## src/design/rv_isa_pkg.sv

```systemverilog
package rv_isa_pkg;

    // ######################################################################
    // Widths and vector types
    // ######################################################################

    localparam int XLEN = 32;

    typedef logic [XLEN-1:0] word_t;   // Data word
    typedef logic [XLEN-1:0] pc_t;     // Byte address
    typedef logic [4:0]      reg_idx_t;
    typedef logic [6:0]      opcode_t;
    typedef logic [2:0]      funct3_t;
    typedef logic [6:0]      funct7_t;

    // ######################################################################
    // Opcodes
    // ######################################################################

    localparam opcode_t OP_REG    = 7'b0110011;
    localparam opcode_t OP_IMM    = 7'b0010011;
    localparam opcode_t OP_LUI    = 7'b0110111;
    localparam opcode_t OP_LOAD   = 7'b0000011;
    localparam opcode_t OP_STORE  = 7'b0100011;
    localparam opcode_t OP_BRANCH = 7'b1100011;
    localparam opcode_t OP_JAL    = 7'b1101111;

    // ######################################################################
    // Function fields
    // ######################################################################

    localparam funct3_t F3_ADD_SUB = 3'b000;   // ADD, SUB, ADDI
    localparam funct3_t F3_SLT     = 3'b010;
    localparam funct3_t F3_XOR     = 3'b100;
    localparam funct3_t F3_OR      = 3'b110;
    localparam funct3_t F3_AND     = 3'b111;
    localparam funct3_t F3_LW      = 3'b010;
    localparam funct3_t F3_SW      = 3'b010;
    localparam funct3_t F3_BEQ     = 3'b000;
    localparam funct3_t F3_BNE     = 3'b001;

    localparam funct7_t F7_BASE = 7'b0000000;
    localparam funct7_t F7_SUB  = 7'b0100000;

    // Store here goes to the LED register, not to data memory
    localparam word_t LED_ADDR = 32'h0000_0400;

endpackage

```

## src/design/pipe_pkg.sv

```systemverilog
package pipe_pkg;

    import rv_isa_pkg::*;

    // ######################################################################
    // Control encodings
    // ######################################################################

    typedef enum logic [2:0] {
        ALU_ADD,
        ALU_SUB,
        ALU_AND,
        ALU_OR,
        ALU_XOR,
        ALU_SLT,
        ALU_PASS_B   // LUI
    } alu_op_e;

    typedef enum logic [1:0] {
        WB_ALU,
        WB_LOAD,
        WB_LINK      // pc + 4 for JAL
    } wb_sel_e;

    typedef struct packed {
        alu_op_e alu_op;
        logic    alu_src_imm;
        logic    mem_read;
        logic    mem_write;
        logic    reg_write;
        logic    branch;
        logic    branch_ne;
        logic    jump;
        wb_sel_e wb_sel;
    } ctrl_t;

    // ######################################################################
    // Stage registers
    // ######################################################################

    typedef struct packed {
        logic  valid;
        pc_t   pc;
        word_t instr;
    } if_id_t;

    typedef struct packed {
        logic     valid;
        pc_t      pc;
        reg_idx_t rs1;
        reg_idx_t rs2;
        reg_idx_t rd;        // Zero when the instruction writes nothing
        word_t    rs1_val;
        word_t    rs2_val;
        word_t    imm;
        ctrl_t    ctrl;
    } id_ex_t;

    typedef struct packed {
        logic     valid;
        pc_t      pc;
        reg_idx_t rd;
        word_t    alu_result;
        word_t    store_data;
        word_t    link;
        ctrl_t    ctrl;
    } ex_mem_t;

    typedef struct packed {
        logic     valid;
        pc_t      pc;
        reg_idx_t rd;
        word_t    alu_result;
        word_t    load_data;
        word_t    link;
        logic     reg_write;
        wb_sel_e  wb_sel;
    } mem_wb_t;

    typedef struct packed {
        pc_t      pc;
        reg_idx_t rd;
        word_t    value;
    } retire_t;

    // Writeback value of the MEM/WB register
    function automatic word_t wb_value(input mem_wb_t r);
        case (r.wb_sel)
            WB_LOAD: return r.load_data;
            WB_LINK: return r.link;
            default: return r.alu_result;
        endcase
    endfunction

endpackage

```

## src/design/execute_unit.sv

```systemverilog
`timescale 1ns/1ns

module execute_unit
    import rv_isa_pkg::*, pipe_pkg::*;
(
    input  logic    cpuclk,
    input  logic    arst_n,
    input  id_ex_t  id_ex,
    input  mem_wb_t mem_wb,
    output ex_mem_t ex_mem,
    output logic    redirect,
    output pc_t     redirect_pc
);

    word_t ex_fwd_val, wb_fwd_val;
    word_t op_a, rs2_fwd, op_b;
    word_t alu_y;
    logic  taken;

    // JAL in memory stage forwards its link value
    assign ex_fwd_val = (ex_mem.ctrl.wb_sel == WB_LINK) ? ex_mem.link : ex_mem.alu_result;
    assign wb_fwd_val = wb_value(mem_wb);

    // Nearest producer wins, x0 is never forwarded
    function automatic word_t fwd(input reg_idx_t src, input word_t rf_val);
        if (src == '0)
            return rf_val;
        if (ex_mem.valid && ex_mem.ctrl.reg_write && ex_mem.rd == src)
            return ex_fwd_val;
        if (mem_wb.valid && mem_wb.reg_write && mem_wb.rd == src)
            return wb_fwd_val;
        return rf_val;
    endfunction

    // ######################################################################
    // Operands and ALU
    // ######################################################################

    always_comb begin
        op_a    = fwd(id_ex.rs1, id_ex.rs1_val);
        rs2_fwd = fwd(id_ex.rs2, id_ex.rs2_val);
        op_b    = id_ex.ctrl.alu_src_imm ? id_ex.imm : rs2_fwd;
        case (id_ex.ctrl.alu_op)
            ALU_SUB:    alu_y = op_a - op_b;
            ALU_AND:    alu_y = op_a & op_b;
            ALU_OR:     alu_y = op_a | op_b;
            ALU_XOR:    alu_y = op_a ^ op_b;
            ALU_SLT:    alu_y = {31'b0, $signed(op_a) < $signed(op_b)};
            ALU_PASS_B: alu_y = op_b;
            default:    alu_y = op_a + op_b;
        endcase
    end

    // Branches compare the two register operands
    assign taken = id_ex.valid &&
                   (id_ex.ctrl.jump ||
                    (id_ex.ctrl.branch && ((op_a == rs2_fwd) != id_ex.ctrl.branch_ne)));

    assign redirect    = taken;
    assign redirect_pc = id_ex.pc + id_ex.imm;

    always_ff @(posedge cpuclk or negedge arst_n) begin
        if (!arst_n) begin
            ex_mem <= '0;
        end else begin
            ex_mem.valid      <= id_ex.valid;
            ex_mem.pc         <= id_ex.pc;
            ex_mem.rd         <= id_ex.rd;
            ex_mem.alu_result <= alu_y;
            ex_mem.store_data <= rs2_fwd;
            ex_mem.link       <= id_ex.pc + 32'd4;
            ex_mem.ctrl       <= id_ex.ctrl;
        end
    end

    // Decode squashes the slot behind a taken branch or jump
    a_redirect_flush : assert property (
        @(posedge cpuclk) disable iff (!arst_n)
        redirect |=> !id_ex.valid);

endmodule

```

## config.mk

```make
export PLATFORM = sky130hd
export DESIGN_NAME = execute_unit
export DESIGN_NICKNAME = d
export VERILOG_FILES = /design/src/design/rv_isa_pkg.sv /design/src/design/pipe_pkg.sv /design/src/design/execute_unit.sv
export SDC_FILE = /design/constraint.sdc
export NUM_CORES = 1
export LEC_CHECK = 0
export ABC_AREA = 0
export BUFFER_PORTS_ARGS = -buffer_cell sky130_fd_sc_hd__buf_2
export CORE_AREA = 2 2 187 189
export DETAILED_ROUTE_END_ITERATION = 8
export DIE_AREA = 0 0 189 191
export PLACE_DENSITY = 0.67
export SETUP_SLACK_MARGIN = 0.3
export SKIP_LAST_GASP = 1
export SYNTH_ARGS = -nofsm -noshare
export SYNTH_HDL_FRONTEND = slang
export SYNTH_SLANG_ARGS = --single-unit
export TNS_END_PERCENT = 100
```

## constraint.sdc

```tcl
create_clock -name cpuclk -period 10.1 [get_ports cpuclk]
set_input_delay 3.03 -clock cpuclk [delete_from_list [all_inputs] [get_ports cpuclk]]
set_output_delay 3.03 -clock cpuclk [all_outputs]
set_load 0.02 [all_outputs]
```

; Word level (Yosys, flattened, before mapping)
; Index checks and enable logic that the tools add are counted.
[word_totals]
ramBits = 0
output_inout_bits = 179
input_bits = 295
mem_bits_ro = 0
elab_cells = 77
n_memories = 0
latchBits = 0
reg_bits = 146
[classes]
multipliers = 0
n_eq_ne = 15
n_addsub = 4
n_div = 0
n_bitwise = 3
shifts = 0
magnitude_cmp = 1
n_mux = 28
n_reduce_logical = 11
[op_table]
columns = cell, count
row1 = $mux 32, 14
row2 = $pmux 32 s6, 1
row3 = $add 32x32->32, 2
row4 = $pmux 32 s2, 1
row5 = $add 32x3->32 const B, 1
row6 = $and 32x32->32, 1
row7 = $eq 32x32->1, 1
row8 = $lt 32x32->1, 1
row9 = $or 32x32->32, 1
row10 = $sub 32x32->32, 1
row11 = $xor 32x32->32, 1
row12 = $eq 5x5->1, 4
row13 = $mux 1, 12
row14 = $logic_not 5->1, 2
row15 = $eq 3x3->1 const B, 3
row16 = $logic_and 1x1->1, 8
row17 = $eq 3x2->1 const B, 2
row18 = $eq 2x2->1 const B, 2
row19 = $eq 3x1->1 const B, 1
row20 = $eq 2x1->1 const B, 1
row21 = $logic_or 1x1->1, 1
row22 = $ne 1x1->1, 1

; Longest topological paths before layout
; Gate-level depths: netlist (run 1).
[depth]
depth_word = 14
mapped_depth = 24
depth_no_buf = 22

; Worst setup path before layout (run 1)
; No wires, ideal clock.
[synth_path]
path_type = input -> output
start = in mem_wb[0] (netlist bit)
end = out redirect
path_slack_ns = 1.291
n_path_buf = 2
cell_stages = 13
t_required_ns = 7.070
t_arrival_ns = 5.779
cell_sequence = inv_1 ha_1 clkbuf_1 clkbuf_1 o21ai_0 and2_1 a221oi_1 inv_1 xnor2_1 nor4_1 nand4_1 or4_1 o211ai_1
[synth_between]
elab_chain_cells = 11
word_cells_on_any_way = 16
classes_between = eq/ne (4) / mux (9) / reduce/logical (3)
[synth_lines]
columns = element, line
row1 = from (decl), execute_unit.sv:9  ; input mem_wb_t mem_wb,
row2 = $eq 2x2->1 or $eq 2x1->1 (tied branches), pipe_pkg.sv:88  ; case (r.wb_sel)
row3 = $pmux 32 s2 (*), pipe_pkg.sv:88
row4 = $mux 32 (*), execute_unit.sv:30  ; if (mem_wb.valid && mem_wb.reg_write && mem_wb.rd == src)
row5 = $mux 32 (*), execute_unit.sv:32  ; return rf_val;
row6 = $mux 32 (*), execute_unit.sv:30
row7 = $mux 32 (*), execute_unit.sv:28  ; if (ex_mem.valid && ex_mem.ctrl.reg_write && ex_mem.rd == src)
row8 = net rs2_fwd[12], execute_unit.sv:16  ; word_t op_a, rs2_fwd, op_b;
row9 = $eq 32x32->1 (*), execute_unit.sv:57  ; (id_ex.ctrl.branch && ((op_a == rs2_fwd) != id_ex.ctrl.branch_ne)));
row10 = $ne 1x1->1 (*), execute_unit.sv:57
row11 = $logic_and 1x1->1 (*), execute_unit.sv:57
row12 = $logic_or 1x1->1 (*), execute_unit.sv:56  ; (id_ex.ctrl.jump ||
row13 = $logic_and 1x1->1 (*), execute_unit.sv:55  ; assign taken = id_ex.valid &&
row14 = to (decl), execute_unit.sv:11  ; output logic redirect,
; The timed path passes the listed nets; every way through them passes the cells marked *.

; Worst setup path after layout (run 1)
[layout_path]
start = in id_ex[122] (netlist bit)
end = out redirect
[layout_between]
elab_chain_cells = 13
word_cells_on_any_way = 21
classes_between = eq/ne (4) / mux (11) / reduce/logical (6)
[layout_lines]
columns = element, line
row1 = from (decl), execute_unit.sv:8  ; input id_ex_t id_ex,
row2 = $eq 5x5->1, execute_unit.sv:30
row3 = $logic_and 1x1->1, execute_unit.sv:30
row4 = $mux 1 (2 in a row), execute_unit.sv:30
row5 = $mux 1, execute_unit.sv:28
row6 = $mux 32, execute_unit.sv:32
row7 = $mux 32, execute_unit.sv:30
row8 = $mux 32 (*), execute_unit.sv:28
row9 = $eq 32x32->1 (*), execute_unit.sv:57
row10 = $ne 1x1->1 (*), execute_unit.sv:57
row11 = $logic_and 1x1->1 (*), execute_unit.sv:57
row12 = $logic_or 1x1->1 (*), execute_unit.sv:56
row13 = $logic_and 1x1->1 (*), execute_unit.sv:55
; Mark *: on every way between the ends. The rest lies on a longest branch, timed or not. The select of a mux whose other input is x is not followed.

==> out/qor.txt, run 1 <==
Cell Area, Synth -> 14000 um2
Worst hold path type -> reg -> reg
Top Registers -> ex_mem: 144 flops
FFs w/ async S/R, synth -> 100%
Startpoint types -> input pin
Layout Nets -> 2611
Via count of the first global-routing pass -> 15000
Area Growth Syn to Fin -> 24.0%
Met2 usage -> 56.4%
Die width -> 189 um
Worst Tran Pin Value -> 1.05 ns
Pwr per Cell Area -> 135 nW/um2
Max rail drop VDD -> 0.000119 V
Share of layout cells above drive strength 1 -> 25.7%
Root Driver -> clkbuf_16
Num Clock Sinks -> 144
Syn_area_per_cell -> 7.85 um2
GRT overflow -> 0
Port buffer count -> 441
Synth Register Bits -> 144
Crit path max-delay family -> simple AND/OR/NAND/NOR gates
Post-Route WL -> 69200 um
Dpl hpwl -> 55400 um
Reg2Reg Depth -> 19
Final hold viol count -> 0
Vias per inst -> 6.05
Setup TNS Final -> 0 ns
Met1 Usage GRT -> 51.1%
Drt drc -> 0
Post-synth EDFFs -> 0
Crit path required time -> 7.07 ns
Largest family of logic cells by synthesized area -> compound AO/OA/AOI/OAI gates
Outcome -> complete, no violations
Headroom to the max-slew limit -> 29.7%
RSZ-0062 raised after global routing -> no
Critical path type -> in -> out
CTS Hold Bufs -> 0
TritonRoute pass-1 iters -> 8
Crit path launch -> id_ex[122]
Total CTS buffers -> 17
Drt initial violations -> 1762
Area of the multi-input gates -> 9440 um2
Global-route usage over all layers -> 37.1%
Critical path fanouts, max -> 26
CP max stage cell -> or4_1
Largest net degree at the start of global routing -> 78
Post-Layout Cell Count -> 2657
Fraction of the mapped netlist area in adder cells -> 12.1%
Final GP Congestion -> 1.02
Via Count -> 16100
Max Slew Vio Count -> 0
# fillers -> 3417
Clock transition at path regs -> 0.07 ns
CP max stage delay -> 0.64 ns
# setup viols final -> 0
Die ar. -> 36100 um2
H-tree Lvls -> 4
Initial antenna violation count -> 7
Row cnt -> 68
Most used routing layer in global routing -> met2
Setup WS post-layout -> 0.336 ns
RR Startpoint -> ex_mem[0]
Synth cell types -> 75
Max reg flops -> 144
Buf/Inv on CP -> 3
Core area -> 34100 um2
Post-Synth Simple-Gate Area -> 16.3%
Depth of the worst hold-timing path -> 4
Register area share after synthesis -> 25.7%
Placed cell count -> 2619
Die Ht -> 191 um
Reg2Reg Capture Point -> ex_mem[107]
First-pass GRT wire length -> 98700 um
Worst skew pair latency -> 0.45 ns
Initial Util -> 41.1%
WL/cell -> 26.0 um
Yosys warns -> 0
Register area -> 3600 um2
Number of max-cap violations -> 0
Xor/xnor share of the synthesized area -> 7.19%
Critical Path AT -> 6.73 ns
Mux contribution to synthesized area -> 2.51%
Post-Syn Nets -> 2213
Worst path depth -> 14
Maximum clock path buffer count -> 2
Synth Area in Compound Gates -> 28.9%
Mapped Cells -> 1785
Top FF cell, synth -> dfrtp_1
Fmax -> 0.102 GHz
Leakage -> 8.27 nW
Tot Pwr -> 0.00234 W
Largest Register -> ex_mem
Routed Antenna Nets -> 0
Met3 Use GR -> 6.98%
Post-route minimum period -> 9.76 ns
CTS tree -> yes
Cells along the critical path -> buf_2, xnor2_1, nand4_1, or3_1, buf_4, nor3_1, a21oi_1, o22ai_1, xor2_1, nor4_1, nand4_1, or4_1, o211ai_1, buf_2
I/O pin count -> 474
Crit. End Element -> output pin
Setup Skew -> 0.0125 ns
CP endpoint -> redirect
Reg2reg setup slack -> 3.58 ns
Post-place setup slack -> 0.356 ns
Final cycle utilization of the critical path -> 96.7%
area by class of cell:
cell class / count / area share [%]
Clock buffer: 20 / 2.69
Clock inverter: 12 / 0.626
Sequential cell: 144 / 20.7
Timing Repair Buffer: 488 / 15.1
Inverter: 148 / 3.20
Antenna cell: 6 / 0.0864
Multi-Input combinational cell: 1384 / 54.3
Tap cell: 455 / 3.28
cells by family after synthesis:
logic type / Yosys count
muxes: 35
adders and majority gates: 134
and+or+nand+nor: 485
DFF: 144
AOI/OAI and AO/OA: 615
xor gates and xnor gates: 115
buffers and inverters: 257
synthesized netlist by cell type (9+ instances only):
| cell type | n | share of area, % |
|---|---|---|
| ha_1 | 130 | 12 |
| a211oi_1 | 11 | 0.59 |
| o22ai_2 | 10 | 0.89 |
| nor4_1 | 11 | 0.49 |
| nor2_1 | 125 | 3.3 |
| a31oi_1 | 11 | 0.49 |
| nor3_1 | 75 | 2.7 |
| mux2i_1 | 34 | 2.4 |
| o21bai_1 | 26 | 1.4 |
| o22ai_1 | 37 | 1.7 |
| a221oi_1 | 21 | 1.3 |
| clkbuf_1 | 75 | 2.0 |
| nor2b_1 | 10 | 0.45 |
| xor2_1 | 43 | 2.7 |
| nand3_1 | 51 | 1.8 |
| o311a_1 | 20 | 1.4 |
| o21ai_0 | 115 | 4.1 |
| nand2b_1 | 11 | 0.49 |
| dfrtp_1 | 144 | 26 |
| a22oi_1 | 35 | 1.9 |
| o221ai_1 | 12 | 0.75 |
| o21a_1 | 16 | 0.86 |
| buf_2 | 18 | 0.64 |
| a21o_1 | 22 | 1.2 |
| o31ai_1 | 11 | 0.59 |
| and3_1 | 9 | 0.40 |
| a221o_1 | 10 | 0.71 |
| a21oi_1 | 198 | 7.1 |
| nand2_1 | 132 | 3.5 |
| inv_1 | 148 | 4.0 |
| nand4_1 | 17 | 0.76 |
| xnor2_1 | 72 | 4.5 |
| and2_1 | 16 | 0.71 |
through the flow:
step / utilization [%] / hold slack [ns] / instance area [um2]
CTS: 50.8 / 0.832 / 17300
global placement: 49.1 / 0.761 / 16800
detailed placement: 49.1 / 0.808 / 16800
global route: 50.9 / 0.922 / 17400
floorplan: - / 0.850 / 14000
finish: 50.9 / 0.847 / 17400
layout by cell type, fill, tap and decap left out, types with 51 or more instances in the layout:
cell	n
buf_2	440
a21oi_1	198
inv_1	148
dfrtp_1	144
nand2_1	132
ha_1	129
nor2_1	125
o21ai_0	114
nor3_1	74
xnor2_1	72
nand3_1	51
timing repair:
item                       4_1_cts  5_1_grt
resized for setup                0        3
setup buffers                    0        0
setup endpoints to repair        0        1
how the worst min path moves through the flow:
stage | from | endpoint | slack, ns
global placement | ex_mem[107] | ex_mem[75] | 0.76
detailed placement | ex_mem[38] | ex_mem[70] | 0.81
floorplan | ex_mem[102] | ex_mem[70] | 0.85
CTS | ex_mem[23] | ex_mem[55] | 0.83
finish | ex_mem[86] | ex_mem[54] | 0.85
global route | ex_mem[18] | ex_mem[50] | 0.92
power by group:
group	total (W)	internal (W)	switching (W)
Sequential	0.000679	0.000627	0.0000519
Clock	0.000645	0.000359	0.000286
Combinational	0.00101	0.000352	0.000662
worst register-to-register path, stage by stage (launching register included):
cell and delay, ns:
dfrtp_1 0.42, nor2b_4 0.60, buf_4 0.49, mux2i_1 0.34, o311a_1 0.25, nor2_1 0.06
a21oi_1 0.49, inv_1 0.17, ha_1 0.37, a21o_1 0.19, a311oi_2 0.35, a21oi_1 0.26
a221oi_2 0.38, a21oi_1 0.23, a311oi_2 0.59, or4_1 0.22, o21ai_1 0.10, o41ai_2 0.35
o31ai_1 0.12, a311o_1 0.40
per-layer routing:
| metal | wire length (um) | vias to the layer above |
|---|---|---|
| met5 | 0 | - |
| met2 | 30400 | 973 |
| met1 | 29000 | 7734 |
| met4 | 3160 | 0 |
| li1 | - | 7233 |
| met3 | 6610 | 135 |
Note: power is estimated with default switching activity, not from simulation.
==> run 2, diff against run 1 <==
Settings changed: RECOVER_POWER set to 50.
==> out/qor.txt, run 2 (same netlist as run 1, synthesis figures left out) <==
Depth of the worst hold-timing path -> 4
Routed Antenna Nets -> 0
Most used routing layer in global routing -> met2
Row cnt -> 68
Worst skew pair latency -> 0.46 ns
Final hold viol count -> 0
Vias per inst -> 6.07
I/O pin count -> 474
Critical path type -> in -> out
Die Ht -> 191 um
Clock transition at path regs -> 0.07 ns
Port buffer count -> 441
Pwr per Cell Area -> 136 nW/um2
Number of max-cap violations -> 4
Headroom to the max-slew limit -> -210%
Worst hold path type -> reg -> reg
Met3 Use GR -> 6.98%
Drt drc -> 0
Share of layout cells above drive strength 1 -> 19.6%
Critical path fanouts, max -> 26
Most frequent cells in the layout -> buf_2 (311), a21oi_1 (198), inv_1 (148), dfrtp_1 (144), clkbuf_1 (133)
Outcome -> finished with violations
Die width -> 189 um
Crit path launch -> id_ex[122]
CTS tree -> yes
Die ar. -> 36100 um2
Initial antenna violation count -> 7
Setup TNS Final -> 0 ns
Worst Tran Pin Value -> 4.65 ns
Setup repair bufs after CTS -> 0
RSZ-0062 raised after global routing -> no
Via Count -> 16100
Critical Path AT -> 6.72 ns
Post-route minimum period -> 9.75 ns
Reg2reg setup slack -> 3.61 ns
Area after DPL -> 16800 um2
# setup viols final -> 0
Crit. End Element -> output pin
Crit path required time -> 7.07 ns
Initial Util -> 41.1%
CP endpoint -> redirect
Final cycle utilization of the critical path -> 96.6%
Maximum clock path buffer count -> 2
Root Driver -> clkbuf_16
Met1 Usage GRT -> 51.1%
Reg2Reg Depth -> 19
First-pass GRT wire length -> 98700 um
Area Growth Syn to Fin -> 22.7%
Setup Skew -> 0.0131 ns
Failing checks -> max-capacitance violations, max-slew violations
RR Startpoint -> ex_mem[0]
Setup WS post-layout -> 0.346 ns
Core area -> 34100 um2
Global-route usage over all layers -> 37.1%
Final instance area -> 17200 um2
Dpl hpwl -> 55400 um
Drt initial violations -> 1818
Post-place setup slack -> 0.356 ns
Total CTS buffers -> 17
Layout Nets -> 2611
Fmax -> 0.103 GHz
Top Registers -> ex_mem: 144 flops
TritonRoute pass-1 iters -> 6
Finished Core Util -> 50.4%
H-tree Lvls -> 4
Max rail drop VDD -> 0.000119 V
GRT overflow -> 0
Commonest non-fill, non-tap cell in the layout -> buf_2
Max reg flops -> 144
Startpoint types -> input pin
Met2 usage -> 56.4%
Reg2Reg Capture Point -> ex_mem[107]
Final GP Congestion -> 1.02
Max Slew Vio Count -> 243
Post-Route WL -> 69200 um
Largest net degree at the start of global routing -> 78
Num Clock Sinks -> 144
Via count of the first global-routing pass -> 15000
Leakage -> 7.89 nW
Largest Register -> ex_mem
WL/cell -> 26.1 um
[run 2: cell types whose count changed in the layout (fill, tap and decap cells not counted), sizes merged]
cell / previous run / this run
clkbuf: 20 / 153
buf: 488 / 355
diode: 6 / 5
[run 2: worst min path at each step]
stage,start,endpoint,slack (ns)
2_1_floorplan,ex_mem[102],ex_mem[70],0.85
3_3_place_gp,ex_mem[107],ex_mem[75],0.76
3_5_place_dp,ex_mem[38],ex_mem[70],0.81
4_1_cts,ex_mem[23],ex_mem[55],0.83
5_1_grt,ex_mem[18],ex_mem[50],0.92
6_report,ex_mem[86],ex_mem[54],0.85
[run 2: where the power goes]
part / leakage (nW) / switching (W) / total (W) / internal (W)
clock: 0.283 / 0.000288 / 0.000648 / 0.000359
sequential: 1.70 / 0.0000527 / 0.000680 / 0.000628
combinational: 5.91 / 0.000661 / 0.00100 / 0.000343
total: 7.89 / 0.00100 / 0.00233 / 0.00133
[run 2: timing repair]
item,in CTS,in global routing
hold endpoints to repair,0,0
hold buffers,0,0
resized for setup,0,3
endpoints found under the setup margin,0,1
[run 2: stage by stage]
stage | instances | hold WS [ns] | total power, W
2_1_floorplan | 1785 | 0.850 | 0.00127
3_3_place_gp | 2619 | 0.761 | 0.00166
3_5_place_dp | 2619 | 0.808 | 0.00167
6_report | 2656 | 0.847 | 0.00233
5_1_grt | 2656 | 0.916 | 0.00243
4_1_cts | 2651 | 0.832 | 0.00232
[run 2: critical path, cell delays in order]
cell and delay [ns]:
buf_2 0.13, xnor2_1 0.16, nand4_1 0.10, or3_1 0.35
buf_4 0.27, nor3_1 0.21, a21oi_1 0.06, o22ai_1 0.57
xor2_1 0.16, nor4_1 0.44, nand4_1 0.26, or4_1 0.64
o211ai_1 0.13, buf_2 0.19
[run 2: layer usage]
| metal | wire (um) | share of wire (%) | vias up |
|---|---|---|---|
| li1 | - | - | 7237 |
| met5 | 0 | 0 | - |
| met4 | 3180 | 4.6 | 0 |
| met1 | 29000 | 42 | 7754 |
| met3 | 6660 | 9.6 | 149 |
| met2 | 30400 | 44 | 993 |
[run 2: cell type report]
type	instances	area [um2]
fill	3473	16900
inverter	148	556
clock buffer	20	467
antenna	5	12.5
tap	455	569
clock inverter	12	109
timing repair buffer	488	2440
multi-input combinational	1384	9440
sequential	144	3600
